**src/design/tsp_settings.svh**
```systemverilog
`ifndef TSP_SETTINGS_SVH
`define TSP_SETTINGS_SVH

// one tour is TSP_WORDS words of TSP_LANES cities each.
// the position of a city is its word times TSP_LANES plus its lane.

// cities packed into one memory word.
`define TSP_LANES 8

// words in one tour.
`define TSP_WORDS 8

// bits of one city number.
`define TSP_CITY_W 6

`endif
```
**src/design/tsp_pkg.sv**
```systemverilog
`include "tsp_settings.svh"

package tsp_pkg;

    typedef logic [`TSP_CITY_W-1:0] city_t;

    // a tour position, word times lanes plus lane.
    typedef logic [$clog2(`TSP_LANES*`TSP_WORDS)-1:0] pos_t;

    typedef logic [$clog2(`TSP_WORDS)-1:0] word_addr_t;

    typedef logic [`TSP_LANES*`TSP_CITY_W-1:0] route_word_t; // lane 0 sits in the low bits.

    typedef enum logic [1:0] {
        OPT_NONE,
        OPT_OR0,
        OPT_OR1,
        OPT_TWO
    } opt_kind_e;

    typedef enum logic [1:0] {
        SEQ_IDLE,
        SEQ_CAPTURE,
        SEQ_STREAM
    } seq_state_e;

endpackage

```
**src/design/opt_if.sv**
```systemverilog
interface opt_if;

    logic               start;     // one cycle strobe per accepted move.
    tsp_pkg::opt_kind_e kind;
    tsp_pkg::pos_t      k;
    tsp_pkg::pos_t      l;
    logic               pass_done; // last rewritten word has been written.

    modport decode (
        output start, kind, k, l,
        input  pass_done
    );

    modport execute (
        input start, kind, k, l
    );

    modport result (
        output pass_done
    );

endinterface

```
**src/design/tsp_route_top.sv**
```systemverilog
module tsp_route_top (
    input  logic                 clk,
    input  logic                 reset,
    input  logic                 cmd_valid_i,
    input  tsp_pkg::opt_kind_e   cmd_kind_i,
    input  tsp_pkg::pos_t        cmd_k_i,
    input  tsp_pkg::pos_t        cmd_l_i,
    output logic                 cmd_reject_o,
    output logic                 busy_o,
    input  logic                 load_valid_i,
    input  tsp_pkg::word_addr_t  load_addr_i,
    input  tsp_pkg::route_word_t load_data_i,
    output logic                 out_valid_o,
    output tsp_pkg::word_addr_t  out_addr_o,
    output tsp_pkg::route_word_t out_data_o,
    output logic                 done_o
);

    opt_if opt ();

    tsp_pkg::word_addr_t  rd_a_addr;
    tsp_pkg::word_addr_t  rd_b_addr;
    tsp_pkg::route_word_t rd_a_data;
    tsp_pkg::route_word_t rd_b_data;
    logic                 word_valid;
    tsp_pkg::word_addr_t  word_idx;
    logic                 capture;
    logic                 new_valid;
    tsp_pkg::word_addr_t  new_idx;
    tsp_pkg::route_word_t new_data;
    logic                 wr_valid;
    tsp_pkg::word_addr_t  wr_addr;
    tsp_pkg::route_word_t wr_data;

    opt_decode u_decode (
        .clk          (clk),
        .reset        (reset),
        .cmd_valid_i  (cmd_valid_i),
        .cmd_kind_i   (cmd_kind_i),
        .cmd_k_i      (cmd_k_i),
        .cmd_l_i      (cmd_l_i),
        .cmd_reject_o (cmd_reject_o),
        .busy_o       (busy_o),
        .opt          (opt.decode)
    );

    route_sequencer u_sequencer (
        .clk          (clk),
        .reset        (reset),
        .opt          (opt.execute),
        .rd_a_addr_o  (rd_a_addr),
        .rd_b_addr_o  (rd_b_addr),
        .word_valid_o (word_valid),
        .word_idx_o   (word_idx),
        .capture_o    (capture)
    );

    route_store u_store (
        .clk          (clk),
        .reset        (reset),
        .load_valid_i (load_valid_i),
        .load_addr_i  (load_addr_i),
        .load_data_i  (load_data_i),
        .rd_a_addr_i  (rd_a_addr),
        .rd_b_addr_i  (rd_b_addr),
        .rd_a_data_o  (rd_a_data),
        .rd_b_data_o  (rd_b_data),
        .wr_valid_i   (wr_valid),
        .wr_addr_i    (wr_addr),
        .wr_data_i    (wr_data),
        .swap_i       (done_o)
    );

    route_rewrite u_rewrite (
        .clk          (clk),
        .reset        (reset),
        .opt          (opt.execute),
        .capture_i    (capture),
        .word_valid_i (word_valid),
        .word_idx_i   (word_idx),
        .rd_a_data_i  (rd_a_data),
        .rd_b_data_i  (rd_b_data),
        .new_valid_o  (new_valid),
        .new_idx_o    (new_idx),
        .new_data_o   (new_data)
    );

    route_result u_result (
        .clk          (clk),
        .reset        (reset),
        .new_valid_i  (new_valid),
        .new_idx_i    (new_idx),
        .new_data_i   (new_data),
        .out_valid_o  (out_valid_o),
        .out_addr_o   (out_addr_o),
        .out_data_o   (out_data_o),
        .wr_valid_o   (wr_valid),
        .wr_addr_o    (wr_addr),
        .wr_data_o    (wr_data),
        .swap_o       (done_o),
        .opt          (opt.result)
    );

endmodule

```
**src/design/route_result.sv**
```systemverilog
`include "tsp_settings.svh"

module route_result (
    input  logic                 clk,
    input  logic                 reset,
    input  logic                 new_valid_i,
    input  tsp_pkg::word_addr_t  new_idx_i,
    input  tsp_pkg::route_word_t new_data_i,
    output logic                 out_valid_o,
    output tsp_pkg::word_addr_t  out_addr_o,
    output tsp_pkg::route_word_t out_data_o,
    output logic                 wr_valid_o,
    output tsp_pkg::word_addr_t  wr_addr_o,
    output tsp_pkg::route_word_t wr_data_o,
    output logic                 swap_o,
    opt_if.result                opt
);

    logic done_q;

    always_ff @(posedge clk) begin
        if (reset) begin
            out_valid_o <= 1'b0;
            done_q      <= 1'b0;
        end else begin
            out_valid_o <= new_valid_i;
            done_q      <= new_valid_i && (new_idx_i == `TSP_WORDS - 1);
        end
    end

    always_ff @(posedge clk) begin
        out_addr_o <= new_idx_i;
        out_data_o <= new_data_i;
    end

    // every streamed word also lands in the shadow bank.
    assign wr_valid_o = out_valid_o;
    assign wr_addr_o  = out_addr_o;
    assign wr_data_o  = out_data_o;

    assign swap_o        = done_q; // banks swap on the edge that writes the last word.
    assign opt.pass_done = done_q;

endmodule

```
**src/design/route_rewrite.sv**
```systemverilog
`include "tsp_settings.svh"

module route_rewrite (
    input  logic                 clk,
    input  logic                 reset,
    opt_if.execute               opt,
    input  logic                 capture_i,
    input  logic                 word_valid_i,
    input  tsp_pkg::word_addr_t  word_idx_i,
    input  tsp_pkg::route_word_t rd_a_data_i,
    input  tsp_pkg::route_word_t rd_b_data_i,
    output logic                 new_valid_o,
    output tsp_pkg::word_addr_t  new_idx_o,
    output tsp_pkg::route_word_t new_data_o
);

    localparam int PW = $bits(tsp_pkg::pos_t) + 1;
    localparam int CW = `TSP_CITY_W;

    logic                 capture_d;
    logic                 valid_d;
    tsp_pkg::word_addr_t  idx_d;      // word index aligned with the read data.
    tsp_pkg::route_word_t cap_k_q;    // word holding position k.
    tsp_pkg::route_word_t cap_l_q;    // word holding position l.
    tsp_pkg::city_t       carry;
    tsp_pkg::route_word_t next_word;
    logic [PW-1:0]        k_x;
    logic [PW-1:0]        l_x;
    logic [PW-1:0]        base;
    logic [PW-1:0]        lo;
    tsp_pkg::word_addr_t  mirror_word;
    tsp_pkg::word_addr_t  k_word;
    tsp_pkg::word_addr_t  l_word;

    assign k_x    = PW'(opt.k);
    assign l_x    = PW'(opt.l);
    assign base   = PW'(idx_d * `TSP_LANES);
    assign lo     = (base > k_x) ? base : k_x;
    assign k_word = tsp_pkg::word_addr_t'(opt.k / `TSP_LANES);
    assign l_word = tsp_pkg::word_addr_t'(opt.l / `TSP_LANES);

    // port a carries the higher of the two mirrored words during 2-opt.
    assign mirror_word = tsp_pkg::word_addr_t'((k_x + l_x - lo) / `TSP_LANES);

    // or-opt forward moves the city at k, backward the city at l.
    assign carry = (opt.kind == tsp_pkg::OPT_OR1) ?
                   cap_l_q[(opt.l % `TSP_LANES) * CW +: CW] :
                   cap_k_q[(opt.k % `TSP_LANES) * CW +: CW];

    always_comb begin
        logic [PW-1:0]  p;
        logic [PW-1:0]  s;
        logic           use_b;
        tsp_pkg::city_t city;
        for (int i = 0; i < `TSP_LANES; i++) begin
            p     = base + PW'(i);
            s     = p;
            use_b = 1'b0;
            case (opt.kind)
                tsp_pkg::OPT_OR0: begin
                    if (p >= k_x && p < l_x) begin
                        s = p + 1'b1;
                    end
                    use_b = (s / `TSP_LANES) != idx_d; // only the next word sits on b.
                end
                tsp_pkg::OPT_OR1: begin
                    if (p > k_x && p <= l_x) begin
                        s = p - 1'b1;
                    end
                    use_b = (s / `TSP_LANES) == idx_d; // the current word sits on b.
                end
                tsp_pkg::OPT_TWO: begin
                    if (p >= k_x && p <= l_x) begin
                        s     = k_x + l_x - p;
                        use_b = (s / `TSP_LANES) != mirror_word;
                    end
                end
                default: begin
                    use_b = 1'b0;
                end
            endcase
            city = use_b ? rd_b_data_i[(s % `TSP_LANES) * CW +: CW] :
                           rd_a_data_i[(s % `TSP_LANES) * CW +: CW];
            // untouched lanes next to a reversed run were taken at capture.
            if (opt.kind == tsp_pkg::OPT_TWO && (p < k_x || p > l_x)) begin
                if (idx_d == k_word) begin
                    city = cap_k_q[i * CW +: CW];
                end else if (idx_d == l_word) begin
                    city = cap_l_q[i * CW +: CW];
                end
            end
            if ((opt.kind == tsp_pkg::OPT_OR0 && p == l_x) ||
                (opt.kind == tsp_pkg::OPT_OR1 && p == k_x)) begin
                city = carry;
            end
            next_word[i * CW +: CW] = city;
        end
    end

    always_ff @(posedge clk) begin
        if (reset) begin
            capture_d   <= 1'b0;
            valid_d     <= 1'b0;
            new_valid_o <= 1'b0;
        end else begin
            capture_d   <= capture_i;
            valid_d     <= word_valid_i;
            new_valid_o <= valid_d;
        end
    end

    always_ff @(posedge clk) begin
        idx_d      <= word_idx_i;
        new_idx_o  <= idx_d;
        new_data_o <= next_word;
        if (capture_d) begin
            cap_k_q <= rd_a_data_i;
            cap_l_q <= rd_b_data_i;
        end
    end

endmodule

```
**src/design/route_sequencer.sv**
```systemverilog
`include "tsp_settings.svh"

module route_sequencer (
    input  logic                clk,
    input  logic                reset,
    opt_if.execute              opt,
    output tsp_pkg::word_addr_t rd_a_addr_o,
    output tsp_pkg::word_addr_t rd_b_addr_o,
    output logic                word_valid_o,
    output tsp_pkg::word_addr_t word_idx_o,
    output logic                capture_o
);

    localparam int PW = $bits(tsp_pkg::pos_t) + 1; // one spare bit for k+l and p+1.

    tsp_pkg::seq_state_e state_q;
    tsp_pkg::seq_state_e phase;
    tsp_pkg::word_addr_t word_q;
    logic [PW-1:0]       k_x;
    logic [PW-1:0]       l_x;
    logic [PW-1:0]       p_lo;
    logic [PW-1:0]       p_hi;
    logic [PW-1:0]       s_lo;
    logic [PW-1:0]       s_hi;
    logic [PW:0]         gap;

    // source of position p under an or-opt move, p itself otherwise.
    function automatic logic [PW-1:0] shift_src(input tsp_pkg::opt_kind_e kind,
                                                input logic [PW-1:0] k,
                                                input logic [PW-1:0] l,
                                                input logic [PW-1:0] p);
        logic [PW-1:0] s;
        s = p;
        if (kind == tsp_pkg::OPT_OR0 && p >= k && p < l) begin
            s = p + 1'b1;
        end else if (kind == tsp_pkg::OPT_OR1 && p > k && p <= l) begin
            s = p - 1'b1;
        end
        return s;
    endfunction

    assign k_x  = PW'(opt.k);
    assign l_x  = PW'(opt.l);
    assign p_lo = PW'(word_q * `TSP_LANES);
    assign p_hi = p_lo + PW'(`TSP_LANES - 1);

    // the capture read goes out in the same cycle as start.
    assign phase = opt.start ? tsp_pkg::SEQ_CAPTURE : state_q;

    always_ff @(posedge clk) begin
        if (reset) begin
            state_q <= tsp_pkg::SEQ_IDLE;
            word_q  <= '0;
        end else if (phase == tsp_pkg::SEQ_CAPTURE) begin
            state_q <= tsp_pkg::SEQ_STREAM;
            word_q  <= '0;
        end else if (phase == tsp_pkg::SEQ_STREAM) begin
            word_q <= word_q + 1'b1;
            if (word_q == `TSP_WORDS - 1) begin
                state_q <= tsp_pkg::SEQ_IDLE;
            end
        end
    end

    always_comb begin
        logic [PW-1:0] lo;
        logic [PW-1:0] hi;
        lo = (p_lo > k_x) ? p_lo : k_x;
        hi = (p_hi < l_x) ? p_hi : l_x;
        if (opt.kind == tsp_pkg::OPT_TWO && p_hi >= k_x && p_lo <= l_x) begin
            s_lo = k_x + l_x - lo; // mirrored, so port a holds the higher word.
            s_hi = k_x + l_x - hi;
        end else begin
            s_lo = shift_src(opt.kind, k_x, l_x, p_lo);
            s_hi = shift_src(opt.kind, k_x, l_x, p_hi);
        end
    end

    assign capture_o    = (phase == tsp_pkg::SEQ_CAPTURE);
    assign word_valid_o = (phase == tsp_pkg::SEQ_STREAM);
    assign word_idx_o   = word_q;

    // capture reads both edge words, they hold the carried city and the 2-opt edges.
    assign rd_a_addr_o = capture_o ? tsp_pkg::word_addr_t'(opt.k / `TSP_LANES)
                                   : tsp_pkg::word_addr_t'(s_lo / `TSP_LANES);
    assign rd_b_addr_o = capture_o ? tsp_pkg::word_addr_t'(opt.l / `TSP_LANES)
                                   : tsp_pkg::word_addr_t'(s_hi / `TSP_LANES);

    assign gap = {1'b0, rd_a_addr_o} - {1'b0, rd_b_addr_o};

    a_pair_adjacent: assert property (@(posedge clk) disable iff (reset)
        word_valid_o |-> (gap == '0 || gap == (PW+1)'(1) || gap == '1));

endmodule

```
**src/design/route_store.sv**
```systemverilog
`include "tsp_settings.svh"

module route_store (
    input  logic                 clk,
    input  logic                 reset,
    input  logic                 load_valid_i,
    input  tsp_pkg::word_addr_t  load_addr_i,
    input  tsp_pkg::route_word_t load_data_i,
    input  tsp_pkg::word_addr_t  rd_a_addr_i,
    input  tsp_pkg::word_addr_t  rd_b_addr_i,
    output tsp_pkg::route_word_t rd_a_data_o,
    output tsp_pkg::route_word_t rd_b_data_o,
    input  logic                 wr_valid_i,
    input  tsp_pkg::word_addr_t  wr_addr_i,
    input  tsp_pkg::route_word_t wr_data_i,
    input  logic                 swap_i
);

    tsp_pkg::route_word_t bank_q [2][`TSP_WORDS];
    logic                 active_q; // bank holding the current tour.

    always_ff @(posedge clk) begin
        if (reset) begin
            active_q <= 1'b0;
        end else if (swap_i) begin
            active_q <= ~active_q;
        end
    end

    always_ff @(posedge clk) begin
        if (load_valid_i) begin
            bank_q[active_q][load_addr_i] <= load_data_i;
        end
        if (wr_valid_i) begin
            bank_q[~active_q][wr_addr_i] <= wr_data_i; // shadow bank collects the new tour.
        end
        rd_a_data_o <= bank_q[active_q][rd_a_addr_i];
        rd_b_data_o <= bank_q[active_q][rd_b_addr_i];
    end

    a_no_load_during_pass: assert property (@(posedge clk) disable iff (reset)
        !(load_valid_i && wr_valid_i));

endmodule

```
**src/design/opt_decode.sv**
```systemverilog
module opt_decode (
    input  logic               clk,
    input  logic               reset,
    input  logic               cmd_valid_i,
    input  tsp_pkg::opt_kind_e cmd_kind_i,
    input  tsp_pkg::pos_t      cmd_k_i,
    input  tsp_pkg::pos_t      cmd_l_i,
    output logic               cmd_reject_o,
    output logic               busy_o,
    opt_if.decode              opt
);

    logic legal;
    logic accept;

    assign legal  = (cmd_kind_i == tsp_pkg::OPT_NONE) || (cmd_k_i < cmd_l_i);
    assign accept = cmd_valid_i && legal && !busy_o;

    always_ff @(posedge clk) begin
        if (reset) begin
            opt.start    <= 1'b0;
            busy_o       <= 1'b0;
            cmd_reject_o <= 1'b0;
        end else begin
            opt.start    <= accept;
            cmd_reject_o <= cmd_valid_i && !accept; // bad positions or sent while busy.
            if (accept) begin
                busy_o <= 1'b1;
            end else if (opt.pass_done) begin
                busy_o <= 1'b0;
            end
        end
    end

    // the move stays put until the next accepted command, so it is stable for a whole pass.
    always_ff @(posedge clk) begin
        if (accept) begin
            opt.kind <= cmd_kind_i;
            opt.k    <= cmd_k_i;
            opt.l    <= cmd_l_i;
        end
    end

    // a pass can only end while a move is in flight.
    a_done_while_busy: assert property (@(posedge clk) disable iff (reset)
        opt.pass_done |-> busy_o);

endmodule

```
**config.mk**
```make
export PLATFORM = sky130hd
export DESIGN_NAME = tsp_route_top
export DESIGN_NICKNAME = d
export VERILOG_FILES = /design/src/design/tsp_pkg.sv /design/src/design/opt_if.sv /design/src/design/tsp_route_top.sv /design/src/design/route_result.sv /design/src/design/route_rewrite.sv /design/src/design/route_sequencer.sv /design/src/design/route_store.sv /design/src/design/opt_decode.sv
export VERILOG_INCLUDE_DIRS = /design/src /design/src/design
export SDC_FILE = /design/constraint.sdc
export NUM_CORES = 2
export LEC_CHECK = 0
export BUFFER_PORTS_ARGS = -buffer_cell sky130_fd_sc_hd__buf_4
export CORE_MARGIN = 1
export CORE_UTILIZATION = 31
export DETAILED_ROUTE_END_ITERATION = 8
export SYNTH_ARGS = -nofsm -noshare
export SYNTH_HDL_FRONTEND = slang
export SYNTH_SLANG_ARGS = --single-unit
```
**constraint.sdc**
```tcl
create_clock -name clk -period 5.6 [get_ports clk]
set_input_delay 0.56 -clock clk [delete_from_list [all_inputs] [get_ports clk]]
set_output_delay 0.56 -clock clk [all_outputs]
set_load 0.05 [all_outputs]
```
==> impl_metrics.prom <==
# TYPE chip_impl_metric gauge
chip_impl_metric{name="initial_antenna_violation_count",unit=""} 31
chip_impl_metric{name="cts_sinks",unit=""} 1093
chip_impl_metric{name="vias_per_cell",unit=""} 6.163
chip_impl_metric{name="timing.final.crit_period",unit="ps"} 5454
chip_impl_metric{name="syn_to_final_growth",unit="%"} 15.75
chip_impl_metric{name="place.port_buffers",unit=""} 123
chip_impl_info{name="synth_most_common_cell",value="sky130_fd_sc_hd__edfxtp_1"} 1
chip_impl_metric{name="start_util",unit="%"} 31.34
chip_impl_metric{name="ctsLongestPathBuffers",unit=""} 3
chip_impl_metric{name="arrival",unit="ps"} 6190
chip_impl_metric{name="post-synth-top-area-fraction",unit="%"} 39.99
chip_impl_metric{name="overall_die_height",unit="um"} 463.2
chip_impl_metric{name="clock.fmax",unit="MHz"} 183.3
chip_impl_metric{name="total_routing_usage_gr",unit="%"} 25.04
chip_impl_metric{name="detailroute.via_count",unit=""} 48628
chip_impl_info{name="timing.hold.worst.class",value="in2reg"} 1
chip_impl_metric{name="core_area",unit="sq um"} 210400
chip_impl_metric{name="asyncSetResetFlopFracSynth",unit="%"} 0
chip_impl_metric{name="dp_hpwl",unit="mm"} 176.1
chip_impl_metric{name="post_route_cells_drive_above_1_share",unit="%"} 38.10
chip_impl_metric{name="grt_pass1_wl",unit="mm"} 379.5
chip_impl_metric{name="detail_route.iter0.violations",unit=""} 6622
chip_impl_metric{name="clock_tree.htree_level_count",unit=""} 4
chip_impl_metric{name="gpl.final_weighted_congestion",unit=""} 1.022
chip_impl_info{name="synth_commonest_cells",value="sky130_fd_sc_hd__edfxtp_1, sky130_fd_sc_hd__mux2_2, sky130_fd_sc_hd__mux2i_1"} 1
chip_impl_metric{name="synth.lib_cells_used.distinct",unit=""} 102
chip_impl_metric{name="drt_first_pass_iters",unit=""} 7
chip_impl_metric{name="drv_slew",unit=""} 0
chip_impl_metric{name="ys_ff_latch",unit=""} 1093
chip_impl_metric{name="floorplan.die.width",unit="um"} 463.2
chip_impl_metric{name="max_slew.worst_pin.slew",unit="ps"} 1418
chip_impl_metric{name="clock_latency_of_the_later_clocked_register_in_the_worst_skew_pair",unit="ps"} 810
chip_impl_metric{name="critical_path_fanouts_max",unit=""} 28
chip_impl_info{name="synthTopCellsByArea",value="sky130_fd_sc_hd__edfxtp_1, sky130_fd_sc_hd__mux4_2, sky130_fd_sc_hd__mux2_2, sky130_fd_sc_hd__mux2i_1, sky130_fd_sc_hd__dfxtp_1"} 1
chip_impl_metric{name="finalHoldViolations",unit=""} 0
chip_impl_metric{name="grt_start_max_net_pins",unit=""} 79
chip_impl_metric{name="first_global_vias",unit=""} 47522
chip_impl_metric{name="drt_drc_violations_left",unit=""} 0
chip_impl_metric{name="num-nets-final",unit=""} 5101
chip_impl_metric{name="postPlaceCellArea",unit="sq um"} 71680
chip_impl_metric{name="fin_hold_ws",unit="ps"} 196.9
chip_impl_metric{name="maxCapViolations",unit=""} 0
chip_impl_metric{name="relSlewSlack",unit="%"} 5.365
chip_impl_info{name="critPathCaptureType",value="flop"} 1
chip_impl_metric{name="die-area",unit="sq um"} 214500
chip_impl_metric{name="final_critical_path_setup_slack",unit="ps"} 145.7
chip_impl_metric{name="p_per_area",unit="nW/um^2"} 338.8
chip_impl_metric{name="mappedNetlistArea",unit="sq um"} 65930
chip_impl_info{name="run_status",value="finished, final reports clean"} 1
chip_impl_info{name="worst-setup-path-type",value="reg2reg"} 1
chip_impl_metric{name="netlist_instances",unit=""} 4866
chip_impl_info{name="cts_tree",value="done"} 1
chip_impl_metric{name="synth-warning-count",unit=""} 0
chip_impl_metric{name="placementRows",unit=""} 168
chip_impl_metric{name="synth.avg_cell_area",unit="sq um"} 13.55
chip_impl_metric{name="number_of_flops_mapped_to_enable_cells_by_yosys",unit=""} 878
chip_impl_metric{name="numCtsBuffers",unit=""} 133
chip_impl_metric{name="routed_wl",unit="mm"} 276.9
chip_impl_metric{name="design_area",unit="sq um"} 76320
chip_impl_metric{name="detail-route-antenna-nets",unit=""} 0
chip_impl_info{name="clk_root_buffer_cell",value="sky130_fd_sc_hd__clkbuf_16"} 1
chip_impl_metric{name="wl_per_cell",unit="um"} 35.09
chip_impl_metric{name="final_min_period_over_clock_period",unit="%"} 97.40
chip_impl_info{name="worst_setup_path_start_kind",value="flop"} 1
chip_impl_metric{name="num_io_pins",unit=""} 124
chip_impl_info{name="dominant_synthesized_flop_cell",value="sky130_fd_sc_hd__edfxtp_1"} 1
chip_impl_metric{name="total_leakage_power",unit="uW"} 0.02500
chip_impl_metric{name="timing.setup.tns",unit="ps"} 0
chip_impl_info{name="synth_area_leader_cell",value="sky130_fd_sc_hd__edfxtp_1"} 1
chip_impl_metric{name="pre_cts_ws",unit="ps"} 183.4
chip_impl_metric{name="synthesis.nets",unit=""} 5000
chip_impl_metric{name="ir_drop",unit="mV"} 0.3396
chip_impl_metric{name="worst_clock_skew",unit="ps"} 45.49
chip_impl_metric{name="synth_seq_area_share",unit="%"} 46.52
chip_impl_metric{name="setup_viol",unit=""} 0
chip_impl_metric{name="path_clk_slew",unit="ps"} 70
chip_impl_metric{name="grt_remaining_overflow",unit=""} 0
chip_impl_metric{name="crit_required",unit="ps"} 6340
==> power by group <==
part	internal [uW]	total (uW)	switching (uW)
clock	5010	8700	3690
combinational	2430	6360	3930
sequential	9300	10800	1490
total	16700	25900	9110
==> through the flow <==
step	cells	util [%]	power, uW
2_1_floorplan	4866	-	13730
3_3_place_gp	7613	34.07	16950
4_1_cts	7876	36.20	25670
6_report	7890	36.27	25860
5_1_grt	7885	36.26	26430
3_5_place_dp	7613	34.07	16950
==> metal layers <==
| metal | up-vias | part of all wire, % | GRT usage, % |
|---|---|---|---|
| met3 | 680 | 11 | 6.917 |
| met5 | - | 0.039 | 0 |
| li1 | 19644 | - | - |
| met4 | 18 | 5.3 | 11.88 |
| met1 | 25169 | 40 | 33.05 |
| met2 | 3117 | 44 | 37.85 |
==> state kept, by name, indices dropped and copies added (netlist names), 6 cells and up, named ones only <==
signal,cells
u_decode.opt.k,6
u_decode.opt.l,6
u_result.out_data_o,48
u_rewrite.cap_k_q,48
u_rewrite.cap_l_q,48
u_rewrite.new_data_o,48
u_store.bank_q,768
u_store.rd_a_data_o,48
u_store.rd_b_data_o,48
==> worst max-delay path, cell delays in order (launching register included) <==
cell and delay [ps]:
sky130_fd_sc_hd__edfxtp_1 410, sky130_fd_sc_hd__inv_1 110, sky130_fd_sc_hd__ha_1 270, sky130_fd_sc_hd__and3_2 220, sky130_fd_sc_hd__and2_1 160, sky130_fd_sc_hd__nor2_2 200, sky130_fd_sc_hd__o21ai_0 140, sky130_fd_sc_hd__fa_1 500
sky130_fd_sc_hd__inv_1 40, sky130_fd_sc_hd__ha_1 390, sky130_fd_sc_hd__o21ai_0 220, sky130_fd_sc_hd__nor2_1 70, sky130_fd_sc_hd__a211oi_1 260, sky130_fd_sc_hd__buf_4 240, sky130_fd_sc_hd__xnor2_1 210, sky130_fd_sc_hd__buf_4 200
sky130_fd_sc_hd__xor2_1 90, sky130_fd_sc_hd__a41oi_4 480, sky130_fd_sc_hd__buf_12 250, sky130_fd_sc_hd__a211oi_1 70, sky130_fd_sc_hd__a311oi_1 350, sky130_fd_sc_hd__a211oi_1 100, sky130_fd_sc_hd__nor3_1 230, sky130_fd_sc_hd__buf_4 140
==> path summary, 6_finish.rpt <==
path,from,to,slack (ps),depth (start not counted)
max,u_decode.opt.k[3],u_rewrite.new_data_o[4],150,23
min,load_data_i[3],u_store.bank_q[1][339],200,2
max reg2reg,u_decode.opt.k[3],u_rewrite.new_data_o[4],150,23
min reg2reg,u_rewrite.new_data_o[12],u_result.out_data_o[12],320,0
==> cells by family (layout without fill, tap and decap cells) <==
family | after synthesis | after routing | synth area share [%]
mux | 1691 | 1691 | 35.29
flops | 1093 | 1093 | 46.52
compound gates | 781 | 781 | 7.997
simple gates | 659 | 659 | 4.735
buf+inv | 524 | 737 | 3.143
fa+ha+maj | 65 | 65 | 1.313
xor+xnor | 52 | 52 | 0.9963
other cells | 1 | 7 | 0.005688
==> final cells by class <==
cell class                      instances  area (sq um)
Timing Repair Buffer                  428          3791
Multi-Input combinational cell       3249         33750
Clock buffer                          196          3737
Fill cell                           20038        134100
Antenna cell                            6         15.01
Sequential cell                      1093         30680
Tap cell                             2805          3510
Clock inverter                         51         600.6
Inverter                               62         232.7
==> layout by cell type, fill, tap and decap left out, types with 22 or more instances in the layout <==
master and instances:
sky130_fd_sc_hd__a211oi_1 48, sky130_fd_sc_hd__a21oi_1 182, sky130_fd_sc_hd__a221oi_1 24, sky130_fd_sc_hd__a31oi_1 33, sky130_fd_sc_hd__and3_1 36, sky130_fd_sc_hd__buf_12 43, sky130_fd_sc_hd__buf_4 369, sky130_fd_sc_hd__clkbuf_1 48
sky130_fd_sc_hd__clkbuf_16 135, sky130_fd_sc_hd__dfxtp_1 213, sky130_fd_sc_hd__edfxtp_1 878, sky130_fd_sc_hd__ha_1 58, sky130_fd_sc_hd__inv_1 60, sky130_fd_sc_hd__mux2_2 801, sky130_fd_sc_hd__mux2i_1 463, sky130_fd_sc_hd__mux4_2 427
sky130_fd_sc_hd__nand2_1 240, sky130_fd_sc_hd__nand3_1 63, sky130_fd_sc_hd__nor2_1 124, sky130_fd_sc_hd__nor2b_1 25, sky130_fd_sc_hd__nor3_1 36, sky130_fd_sc_hd__o211ai_1 25, sky130_fd_sc_hd__o21ai_0 143, sky130_fd_sc_hd__o221ai_1 22
sky130_fd_sc_hd__o22a_1 30, sky130_fd_sc_hd__o22ai_1 67, sky130_fd_sc_hd__xnor2_1 25
==> timing repair <==
action	4_1_cts	5_1_grt
resized for setup	0	17
hold buffers	16	0
hold endpoints to repair	17	0
setup endpoints to repair	0	34
setup buffers	0	8
(Power assumes the default switching activity.)
